**src/hdl/cache_req_pkg.sv**
```systemverilog
// Shared types and sizes for the read-only cache request path
// Two requestors only, and the arbiter relies on that
// FIFO depth must stay a power of two for pointer wrap
`default_nettype none

package cache_req_pkg;

  // ------------------------------
  // Sizes
  // ------------------------------

  // Memory requestors in front of the arbiter
  localparam int num_requestors = 2;

  // Byte address width
  localparam int addr_width = 32;

  // Request FIFO
  localparam int fifo_depth = 32;
  localparam int fifo_ptr_width = $clog2(fifo_depth);
  // One extra bit so a full FIFO is distinct from empty
  localparam int fifo_count_width = fifo_ptr_width + 1;

  // Outstanding cache reads
  localparam int credit_max = 16;
  localparam int credit_width = 5;

  // ------------------------------
  // Request structs
  // ------------------------------

  // Requestor input, valid is a single-cycle strobe
  typedef struct packed {
    logic                  valid;
    logic [addr_width-1:0] base_address;
    logic [addr_width-1:0] address_offset;
  } mem_request_t;

  // One cache read, req_id names the requestor
  typedef struct packed {
    logic                  valid;
    logic [addr_width-1:0] addr;
    logic                  req_id;
  } cache_request_t;

  // Stored FIFO word, addr and req_id only
  localparam int cache_payload_width = $bits(cache_request_t) - 1;

  // ------------------------------
  // Issue FSM
  // ------------------------------
  typedef enum logic [2:0] {
    issue_reset,
    issue_idle,
    issue_fetch,
    issue_load,
    issue_busy
  } issue_state_t;

endpackage

`default_nettype wire

```
**src/hdl/cache_request_generator.sv**
```systemverilog
// Cache read generator for two memory requestors, reads only
// Each port strobes at most every second cycle, no back-pressure
// overflow is sticky until reset and marks a lost request
`default_nettype none

module cache_request_generator (
  input  wire logic                        ap_clk,
  input  wire logic                        control_areset,
  input  wire cache_req_pkg::mem_request_t mem_req_in [cache_req_pkg::num_requestors],
  output cache_req_pkg::cache_request_t    cache_req_out,
  input  wire logic                        cache_ready,
  input  wire logic                        cache_resp,
  output logic                             overflow
);

  cache_req_pkg::mem_request_t   mem_req_q [cache_req_pkg::num_requestors];
  cache_req_pkg::mem_request_t   grant;
  logic                          grant_id;
  logic                          arb_dropped;
  cache_req_pkg::cache_request_t fifo_din;
  cache_req_pkg::cache_request_t fifo_dout;
  logic                          fifo_dout_valid;
  logic                          fifo_rd_en;
  logic                          fifo_full;
  logic                          fifo_empty;
  logic                          resp_q;
  logic                          take;
  logic                          stall;

  // ------------------------------
  // Input registers
  // ------------------------------
  always_ff @(posedge ap_clk) begin
    if (control_areset) begin
      for (int i = 0; i < cache_req_pkg::num_requestors; i++) begin
        mem_req_q[i].valid <= 1'b0;
      end
    end else begin
      for (int i = 0; i < cache_req_pkg::num_requestors; i++) begin
        mem_req_q[i] <= mem_req_in[i];
      end
    end
  end

  request_arbiter i_request_arbiter (
    .ap_clk        (ap_clk),
    .control_areset(control_areset),
    .req_in        (mem_req_q),
    .grant_out     (grant),
    .grant_id      (grant_id),
    .dropped       (arb_dropped)
  );

  // ------------------------------
  // Address formation
  // ------------------------------
  always_ff @(posedge ap_clk) begin
    if (control_areset) begin
      fifo_din.valid <= 1'b0;
    end else begin
      fifo_din.valid <= grant.valid;
      // Cache address is base plus offset
      fifo_din.addr <= grant.base_address + grant.address_offset;
      // Tag with the winning port
      fifo_din.req_id <= grant_id;
    end
  end

  // ------------------------------
  // Overflow and response strobe
  // ------------------------------
  always_ff @(posedge ap_clk) begin
    if (control_areset) begin
      overflow <= 1'b0;
      resp_q <= 1'b0;
    end else begin
      resp_q <= cache_resp;
      // Slot collision or write into a full FIFO
      if (arb_dropped || (fifo_din.valid && fifo_full)) begin
        overflow <= 1'b1;
      end
    end
  end

  request_fifo i_request_fifo (
    .ap_clk        (ap_clk),
    .control_areset(control_areset),
    .wr_en         (fifo_din.valid),
    .din           (fifo_din),
    .rd_en         (fifo_rd_en),
    .dout          (fifo_dout),
    .dout_valid    (fifo_dout_valid),
    .full          (fifo_full),
    .empty         (fifo_empty)
  );

  // Returned credit usable two cycles after cache_resp
  credit_counter i_credit_counter (
    .ap_clk        (ap_clk),
    .control_areset(control_areset),
    .take          (take),
    .give          (resp_q),
    .stall         (stall)
  );

  issue_fsm i_issue_fsm (
    .ap_clk        (ap_clk),
    .control_areset(control_areset),
    .empty         (fifo_empty),
    .stall         (stall),
    .dout          (fifo_dout),
    .dout_valid    (fifo_dout_valid),
    .rd_en         (fifo_rd_en),
    .take          (take),
    .cache_ready   (cache_ready),
    .cache_req_out (cache_req_out)
  );

endmodule

`default_nettype wire

```
**src/hdl/credit_counter.sv**
```systemverilog
// Outstanding read credits, starts full at credit_max
// take and give together leave the count unchanged
`default_nettype none

module credit_counter (
  input  wire logic ap_clk,
  input  wire logic control_areset,
  input  wire logic take,
  input  wire logic give,
  output logic      stall
);

  logic [cache_req_pkg::credit_width-1:0] count;

  // ------------------------------
  // Credit count
  // ------------------------------
  always_ff @(posedge ap_clk) begin
    if (control_areset) begin
      count <= cache_req_pkg::credit_width'(cache_req_pkg::credit_max);
    end else begin
      case ({take, give})
        // Request issued
        2'b10:   count <= count - 1'b1;
        // Response back
        2'b01:   count <= count + 1'b1;
        default: count <= count;
      endcase
    end
  end

  // No credit left
  assign stall = (count == '0);

  // Issue side honours stall
  a_no_take_stalled: assert property (@(posedge ap_clk) disable iff (control_areset)
    !(take && stall));

  // Cache returns no more responses than reads
  a_no_give_full: assert property (@(posedge ap_clk) disable iff (control_areset)
    !(give && count == cache_req_pkg::credit_width'(cache_req_pkg::credit_max)));

endmodule

`default_nettype wire

```
**src/hdl/issue_fsm.sv**
```systemverilog
// Pops one FIFO entry at a time and holds it on the cache port
// A new pop waits until the held request is accepted
// Accept is valid and cache_ready high at the same edge
`default_nettype none

module issue_fsm (
  input  wire logic                          ap_clk,
  input  wire logic                          control_areset,
  input  wire logic                          empty,
  input  wire logic                          stall,
  input  wire cache_req_pkg::cache_request_t dout,
  input  wire logic                          dout_valid,
  output logic                               rd_en,
  output logic                               take,
  input  wire logic                          cache_ready,
  output cache_req_pkg::cache_request_t      cache_req_out
);

  cache_req_pkg::issue_state_t state;
  cache_req_pkg::issue_state_t next_state;
  logic                        pop;

  // ------------------------------
  // Pop decision
  // ------------------------------
  // Entry waiting and a credit free
  assign pop = (state == cache_req_pkg::issue_fetch) && !empty && !stall;
  assign rd_en = pop;
  // Credit spent at pop time
  assign take = pop;

  // ------------------------------
  // State register and next state
  // ------------------------------
  always_ff @(posedge ap_clk) begin
    if (control_areset) begin
      state <= cache_req_pkg::issue_reset;
    end else begin
      state <= next_state;
    end
  end

  always_comb begin
    next_state = state;
    case (state)
      cache_req_pkg::issue_reset: next_state = cache_req_pkg::issue_idle;
      cache_req_pkg::issue_idle:  next_state = cache_req_pkg::issue_fetch;
      cache_req_pkg::issue_fetch: begin
        if (pop) begin
          next_state = cache_req_pkg::issue_load;
        end
      end
      // Read data one cycle behind rd_en
      cache_req_pkg::issue_load: begin
        if (dout_valid) begin
          next_state = cache_req_pkg::issue_busy;
        end
      end
      cache_req_pkg::issue_busy: begin
        if (cache_ready) begin
          next_state = cache_req_pkg::issue_fetch;
        end
      end
      default: next_state = cache_req_pkg::issue_reset;
    endcase
  end

  // ------------------------------
  // Output hold register
  // ------------------------------
  always_ff @(posedge ap_clk) begin
    if (control_areset) begin
      cache_req_out.valid <= 1'b0;
    end else if (state == cache_req_pkg::issue_load && dout_valid) begin
      // dout.valid is set here
      cache_req_out <= dout;
    end else if (state == cache_req_pkg::issue_busy && cache_ready) begin
      cache_req_out.valid <= 1'b0;
    end
  end

  // Held request unchanged under back-pressure
  a_hold_stable: assert property (@(posedge ap_clk) disable iff (control_areset)
    cache_req_out.valid && !cache_ready |=> cache_req_out.valid && $stable(cache_req_out));

  // FIFO answers every pop on the next cycle
  a_pop_returns: assert property (@(posedge ap_clk) disable iff (control_areset)
    rd_en |=> dout_valid);

endmodule

`default_nettype wire

```
**src/hdl/request_arbiter.sv**
```systemverilog
// Round-robin between two ports, one pending slot each
// A fresh strobe bypasses an empty slot, so a winner takes one cycle
// A strobe into a full slot that is not served is lost and flagged
`default_nettype none

module request_arbiter (
  input  wire logic                        ap_clk,
  input  wire logic                        control_areset,
  input  wire cache_req_pkg::mem_request_t req_in [cache_req_pkg::num_requestors],
  output cache_req_pkg::mem_request_t      grant_out,
  output logic                             grant_id,
  output logic                             dropped
);

  cache_req_pkg::mem_request_t              slot [cache_req_pkg::num_requestors];
  cache_req_pkg::mem_request_t              cand [cache_req_pkg::num_requestors];
  logic [cache_req_pkg::num_requestors-1:0] granted;
  logic [cache_req_pkg::num_requestors-1:0] drop;
  logic                                     any_req;
  logic                                     win_id;
  logic                                     last_id;

  // ------------------------------
  // Candidate select
  // ------------------------------
  always_comb begin
    // Pending slot first, else the incoming strobe
    for (int i = 0; i < cache_req_pkg::num_requestors; i++) begin
      cand[i] = slot[i].valid ? slot[i] : req_in[i];
    end
    any_req = cand[0].valid | cand[1].valid;
    // Both contending, favour the port not served last
    if (cand[0].valid && cand[1].valid) begin
      win_id = ~last_id;
    end else begin
      win_id = cand[1].valid;
    end
    for (int i = 0; i < cache_req_pkg::num_requestors; i++) begin
      granted[i] = any_req && (win_id == i[0]);
      // Slot busy and not freed this cycle
      drop[i] = slot[i].valid && req_in[i].valid && !granted[i];
    end
  end

  // ------------------------------
  // Grant register and slots
  // ------------------------------
  always_ff @(posedge ap_clk) begin
    if (control_areset) begin
      grant_out.valid <= 1'b0;
      last_id <= 1'b0;
      dropped <= 1'b0;
      for (int i = 0; i < cache_req_pkg::num_requestors; i++) begin
        slot[i].valid <= 1'b0;
      end
    end else begin
      // Invalid candidate when nothing is requested
      grant_out <= cand[win_id];
      grant_id <= win_id;
      if (any_req) begin
        last_id <= win_id;
      end
      dropped <= |drop;
      for (int i = 0; i < cache_req_pkg::num_requestors; i++) begin
        if (slot[i].valid) begin
          // Served slot refills or empties
          if (granted[i]) begin
            slot[i] <= req_in[i];
          end
        end else if (req_in[i].valid && !granted[i]) begin
          // Loser parks here for a cycle
          slot[i] <= req_in[i];
        end
      end
    end
  end

  // A parked request that loses now wins on the next cycle
  a_slot0_served: assert property (@(posedge ap_clk) disable iff (control_areset)
    slot[0].valid && !granted[0] |=> granted[0]);

  a_slot1_served: assert property (@(posedge ap_clk) disable iff (control_areset)
    slot[1].valid && !granted[1] |=> granted[1]);

endmodule

`default_nettype wire

```
**src/hdl/request_fifo.sv**
```systemverilog
// Circular buffer of cache reads, fifo_depth entries
// Read data and dout_valid arrive one cycle after rd_en
// Writes while full and reads while empty are ignored
`default_nettype none

module request_fifo (
  input  wire logic                          ap_clk,
  input  wire logic                          control_areset,
  input  wire logic                          wr_en,
  input  wire cache_req_pkg::cache_request_t din,
  input  wire logic                          rd_en,
  output cache_req_pkg::cache_request_t      dout,
  output logic                               dout_valid,
  output logic                               full,
  output logic                               empty
);

  // Storage without the valid bit
  logic [cache_req_pkg::cache_payload_width-1:0] mem [cache_req_pkg::fifo_depth];
  logic [cache_req_pkg::cache_payload_width-1:0] rd_data;
  logic [cache_req_pkg::fifo_ptr_width-1:0]      wr_ptr;
  logic [cache_req_pkg::fifo_ptr_width-1:0]      rd_ptr;
  logic [cache_req_pkg::fifo_count_width-1:0]    count;
  logic                                          wr_ok;
  logic                                          rd_ok;

  // ------------------------------
  // Status
  // ------------------------------
  assign full = (count == cache_req_pkg::fifo_count_width'(cache_req_pkg::fifo_depth));
  assign empty = (count == '0);
  assign wr_ok = wr_en & ~full;
  assign rd_ok = rd_en & ~empty;

  // Valid field rebuilt from the read strobe
  assign dout = {dout_valid, rd_data};

  // ------------------------------
  // Pointers and count
  // ------------------------------
  always_ff @(posedge ap_clk) begin
    if (control_areset) begin
      wr_ptr <= '0;
      rd_ptr <= '0;
      count <= '0;
      dout_valid <= 1'b0;
    end else begin
      dout_valid <= rd_ok;
      // Pointers wrap at the power-of-two depth
      if (wr_ok) begin
        wr_ptr <= wr_ptr + 1'b1;
      end
      if (rd_ok) begin
        rd_ptr <= rd_ptr + 1'b1;
      end
      case ({wr_ok, rd_ok})
        2'b10:   count <= count + 1'b1;
        2'b01:   count <= count - 1'b1;
        default: count <= count;
      endcase
    end
  end

  // ------------------------------
  // Storage
  // ------------------------------
  always_ff @(posedge ap_clk) begin
    if (wr_ok) begin
      mem[wr_ptr] <= {din.addr, din.req_id};
    end
    if (rd_ok) begin
      rd_data <= mem[rd_ptr];
    end
  end

  // Issue side must check empty before popping
  a_no_read_empty: assert property (@(posedge ap_clk) disable iff (control_areset)
    rd_en |-> !empty);

  a_count_bound: assert property (@(posedge ap_clk) disable iff (control_areset)
    count <= cache_req_pkg::fifo_depth);

endmodule

`default_nettype wire

```
**config.mk**
```make
export PLATFORM = sky130hd
export DESIGN_NAME = cache_request_generator
export DESIGN_NICKNAME = d
export VERILOG_FILES = /design/src/hdl/cache_req_pkg.sv /design/src/hdl/cache_request_generator.sv /design/src/hdl/credit_counter.sv /design/src/hdl/issue_fsm.sv /design/src/hdl/request_arbiter.sv /design/src/hdl/request_fifo.sv
export SDC_FILE = /design/constraint.sdc
export NUM_CORES = 2
export LEC_CHECK = 0
export ABC_AREA = 1
export CORE_MARGIN = 3
export CORE_UTILIZATION = 60
export CTS_CLUSTER_DIAMETER = 120
export CTS_CLUSTER_SIZE = 8
export DETAILED_ROUTE_END_ITERATION = 10
export DONT_BUFFER_PORTS = 1
export GPL_TIMING_DRIVEN = 0
export PLACE_DENSITY = 0.76
export SKIP_CTS_REPAIR_TIMING = 1
export SLEW_MARGIN = 20
export SYNTH_ARGS = -nofsm -noshare
export SYNTH_HDL_FRONTEND = slang
export SYNTH_SLANG_ARGS = --single-unit
```
**constraint.sdc**
```tcl
create_clock -name ap_clk -period 12.7 [get_ports ap_clk]
set_input_delay 3.175 -clock ap_clk [delete_from_list [all_inputs] [get_ports ap_clk]]
set_output_delay 3.175 -clock ap_clk [all_outputs]
set_load 0.005 [all_outputs]
```
==> impl_metrics.env <==
export IMPL_min_period_over_period_pct=35.28
export IMPL_io_pins=169
export IMPL_final_cell_mix="edfxtp_1, nand2_1, nor2_1, nand3_1, a21oi_1"
export IMPL_dp_hpwl_um=122300
export IMPL_drv_slew=0
export IMPL_vias=43500
export IMPL_setup_viol_count_final=0
export IMPL_synth_ff_type="edfxtp_1"
export IMPL_clock_skew_final_ns=0.04891
export IMPL_min_to="fifo_din[33]"
export IMPL_power_switching_mw=4.802
export IMPL_fillers=6656
export IMPL_hold_path_class="reg2reg"
export IMPL_worst_slew_pin_slew_ns=1.217
export IMPL_cts_buffers_inserted=207
export IMPL_cts_root_buf="clkbuf_16"
export IMPL_fin_crit_ns=4.480
export IMPL_drive_above_1_share_pct=9.987
export IMPL_drc_errors=0
export IMPL_drt_iter0_drc=6646
export IMPL_dieArea_um2=107700
export IMPL_ant_nets=0
export IMPL_place_gp_congestion=0.9805
export IMPL_synth_avg_cell_area_um2=11.95
export IMPL_cts_buffer_depth=3
export IMPL_tritoncts="yes"
export IMPL_synth_seq_area_share_pct=72.39
export IMPL_firstDrtPassIters=7
export IMPL_fmax_ghz=0.2232
export IMPL_synth_seq_cells=1512
export IMPL_start_util_pct=60.83
export IMPL_grt_ovfl_total=0
export IMPL_clock_latency_ns=0.80
export IMPL_finalSetupTns_ns=0
export IMPL_timing_rr_end="i_request_fifo.rd_data[2]"
export IMPL_syn_inst=5210
export IMPL_syn_to_final_growth_pct=14.92
export IMPL_crit_path_start_kind="flop"
export IMPL_final_common_cell="edfxtp_1"
export IMPL_chipWidth_um=328.1
export IMPL_layout_nets=5683
export IMPL_synth_fp_nets=5389
export IMPL_track_usage_pct=34.16
export IMPL_p_leak_nw=26.76
export IMPL_p_total_mw=14.67
export IMPL_powerDensity_nw_per_um2=205.1
export IMPL_p_sw_share_pct=32.72
export IMPL_whs_ns=0.4116
export IMPL_grt_pass1_wl_um=266700
export IMPL_critPathRequiredTime_ns=9.52
export IMPL_cts_sinks=1512
export IMPL_drv_cap=0
export IMPL_hold_start="i_request_arbiter.grant_out[64]"
export IMPL_syn_area_um2=62250
export IMPL_arrival_ns=1.31
export IMPL_place_inst=6651
export IMPL_ir_worst_vdd_mv=0.1906
export IMPL_antenna_found_initial=7
export IMPL_cp_end_kind="primary output"
export IMPL_status="complete, no violations"
export IMPL_grt_pass1_vias=42760
export IMPL_async_flop_share_pct=0
export IMPL_rsz0062_at_grt="false"
export IMPL_rr_startpoint="i_request_fifo.rd_ptr[2]"
export IMPL_die_h_um=328.1
export IMPL_yosys_warnings=0
export IMPL_p_clk_share_pct=33.4
export IMPL_crit_fanout=1
export IMPL_synth_edf_count=1478
export IMPL_num_rows=117
export IMPL_yosysUniqueCellTypes=44
export IMPL_drt_total_wl_um=184400
export IMPL_final_instance_count_excl_fill=6927
export IMPL_hold_violations=0
export IMPL_reg2reg_depth=7
export IMPL_worstSetupPathType="reg2out"
export IMPL_grt_max_degree=67
export IMPL_internal_power_mw=9.872
export IMPL_hold_depth=2
export IMPL_via_per_inst=6.280
export IMPL_port_buffers=0
export IMPL_htree_levels=4
export IMPL_reg2reg_slack_ns=9.22
export IMPL_clk_pin_slew_ns=0.05
export IMPL_sequentialPowerShare_pct=42.4
export IMPL_core_area_um2=102300
export IMPL_relSlewSlack_pct=18.88
export IMPL_comb_power_share_pct=24.2
export IMPL_wl_per_cell_um=26.62
-- flip-flops by register name, indices dropped and copies added, names as in the netlist, 3 cells and up --
name / cells
i_request_fifo.mem: 1056
i_request_arbiter.slot: 130
mem_req_q: 130
i_request_arbiter.grant_out: 65
fifo_din: 34
i_issue_fsm.cache_req_out: 34
i_request_fifo.rd_data: 33
i_request_fifo.count: 6
i_credit_counter.count: 5
i_request_fifo.rd_ptr: 5
i_request_fifo.wr_ptr: 5
i_issue_fsm.state: 3
-- worst register-to-register path: stages, from the launching register on --
cell      delay, ns
dfxtp_1        0.41
clkinv_1       0.37
clkbuf_1       0.52
clkbuf_1       0.60
o31ai_1        1.00
nand2_1        0.11
nand2_1        0.10
nand2_1        0.10
-- metrics by stage --
stage                     setup slack (ns)  utilization (%)  instance area, um^2
after floorplan                      1.971                -                62250
after global placement             -0.8819            62.51                63960
after detailed placement             7.540            64.22                65720
after CTS                            8.219            69.67                71290
after global routing                 8.172            69.91                71530
final                                8.220            69.91                71530
-- area by class of cell --
class / instances / area (um^2) / share of cell area [%]
Buffer: 287 / 1699 / 2.375
Inverter: 255 / 964.7 / 1.349
Timing Repair Buffer: 85 / 1753 / 2.450
Antenna cell: 2 / 5.005 / 0.006996
Multi-Input combinational cell: 3156 / 14770 / 20.64
Tap cell: 1368 / 1712 / 2.393
Sequential cell: 1512 / 45060 / 62.99
Clock inverter: 10 / 168.9 / 0.2361
Clock buffer: 252 / 5401 / 7.551
-- power by group through the flow --
stage / combinational, mW / sequential (mW) / clock, mW
finish: 3.55 / 6.22 / 4.90
global route: 3.76 / 6.24 / 5.11
CTS: 3.31 / 6.28 / 4.89
detailed placement: 3.26 / 6.37 / 0
global placement: 3.04 / 6.45 / 0
floorplan: 1.95 / 6.24 / 0
-- worst max-delay path by stage --
stage,end,cells past startpoint,from,slack (ns)
final,cache_req_out[28],0,i_issue_fsm.cache_req_out[28],8.22
after global routing,i_request_arbiter.slot[1][22],11,control_areset,8.17
after CTS,cache_req_out[28],0,i_issue_fsm.cache_req_out[28],8.22
after detailed placement,i_request_arbiter.slot[1][55],11,control_areset,7.54
after global placement,i_request_fifo.count[1],5,control_areset,-0.88
after floorplan,i_request_fifo.count[1],5,control_areset,1.97
-- routing by layer --
layer | global-route usage [%] | wire length [um] | vias up
li1 | - | - | 18750
met1 | 42.27 | 62050 | 20510
met2 | 53.07 | 83950 | 3492
met3 | 9.625 | 24710 | 740
met4 | 22.30 | 13680 | 4
met5 | 0 | 27 | -
-- logic make-up (layout without fill, tap and decap cells) --
| logic type | Yosys count | after routing | share of synthesized area, % |
|---|---|---|---|
| and+or+nand+nor | 2274 | 2274 | 14.69 |
| DFF | 1512 | 1512 | 72.39 |
| AOI/OAI and AO/OA | 813 | 813 | 7.381 |
| buffers and inverters | 542 | 889 | 4.269 |
| adders and majority gates | 45 | 45 | 0.9286 |
| xor gates and xnor gates | 24 | 24 | 0.3377 |
| other | 0 | 2 | 0 |
-- Yosys cell counts (6+ instances only) --
cell type | n | area, um^2
edfxtp_1 | 1478 | 44380
nand2_1 | 1428 | 5360
nor2_1 | 451 | 1693
nand3_1 | 314 | 1572
a21oi_1 | 310 | 1551
o21ai_0 | 288 | 1441
inv_1 | 247 | 927.1
o31ai_1 | 132 | 991.0
clkbuf_1 | 122 | 457.9
buf_2 | 81 | 405.4
o211ai_1 | 64 | 480.5
buf_6 | 54 | 608.1
nor2_2 | 52 | 325.3
ha_1 | 43 | 538.0
dfxtp_1 | 34 | 680.7
xor2_1 | 20 | 175.2
buf_1 | 19 | 71.32
nor3_1 | 8 | 40.04
nand4_1 | 7 | 43.79
o21ai_1 | 7 | 35.03
inv_2 | 6 | 22.52
Note: power is estimated with default switching activity, not from simulation.
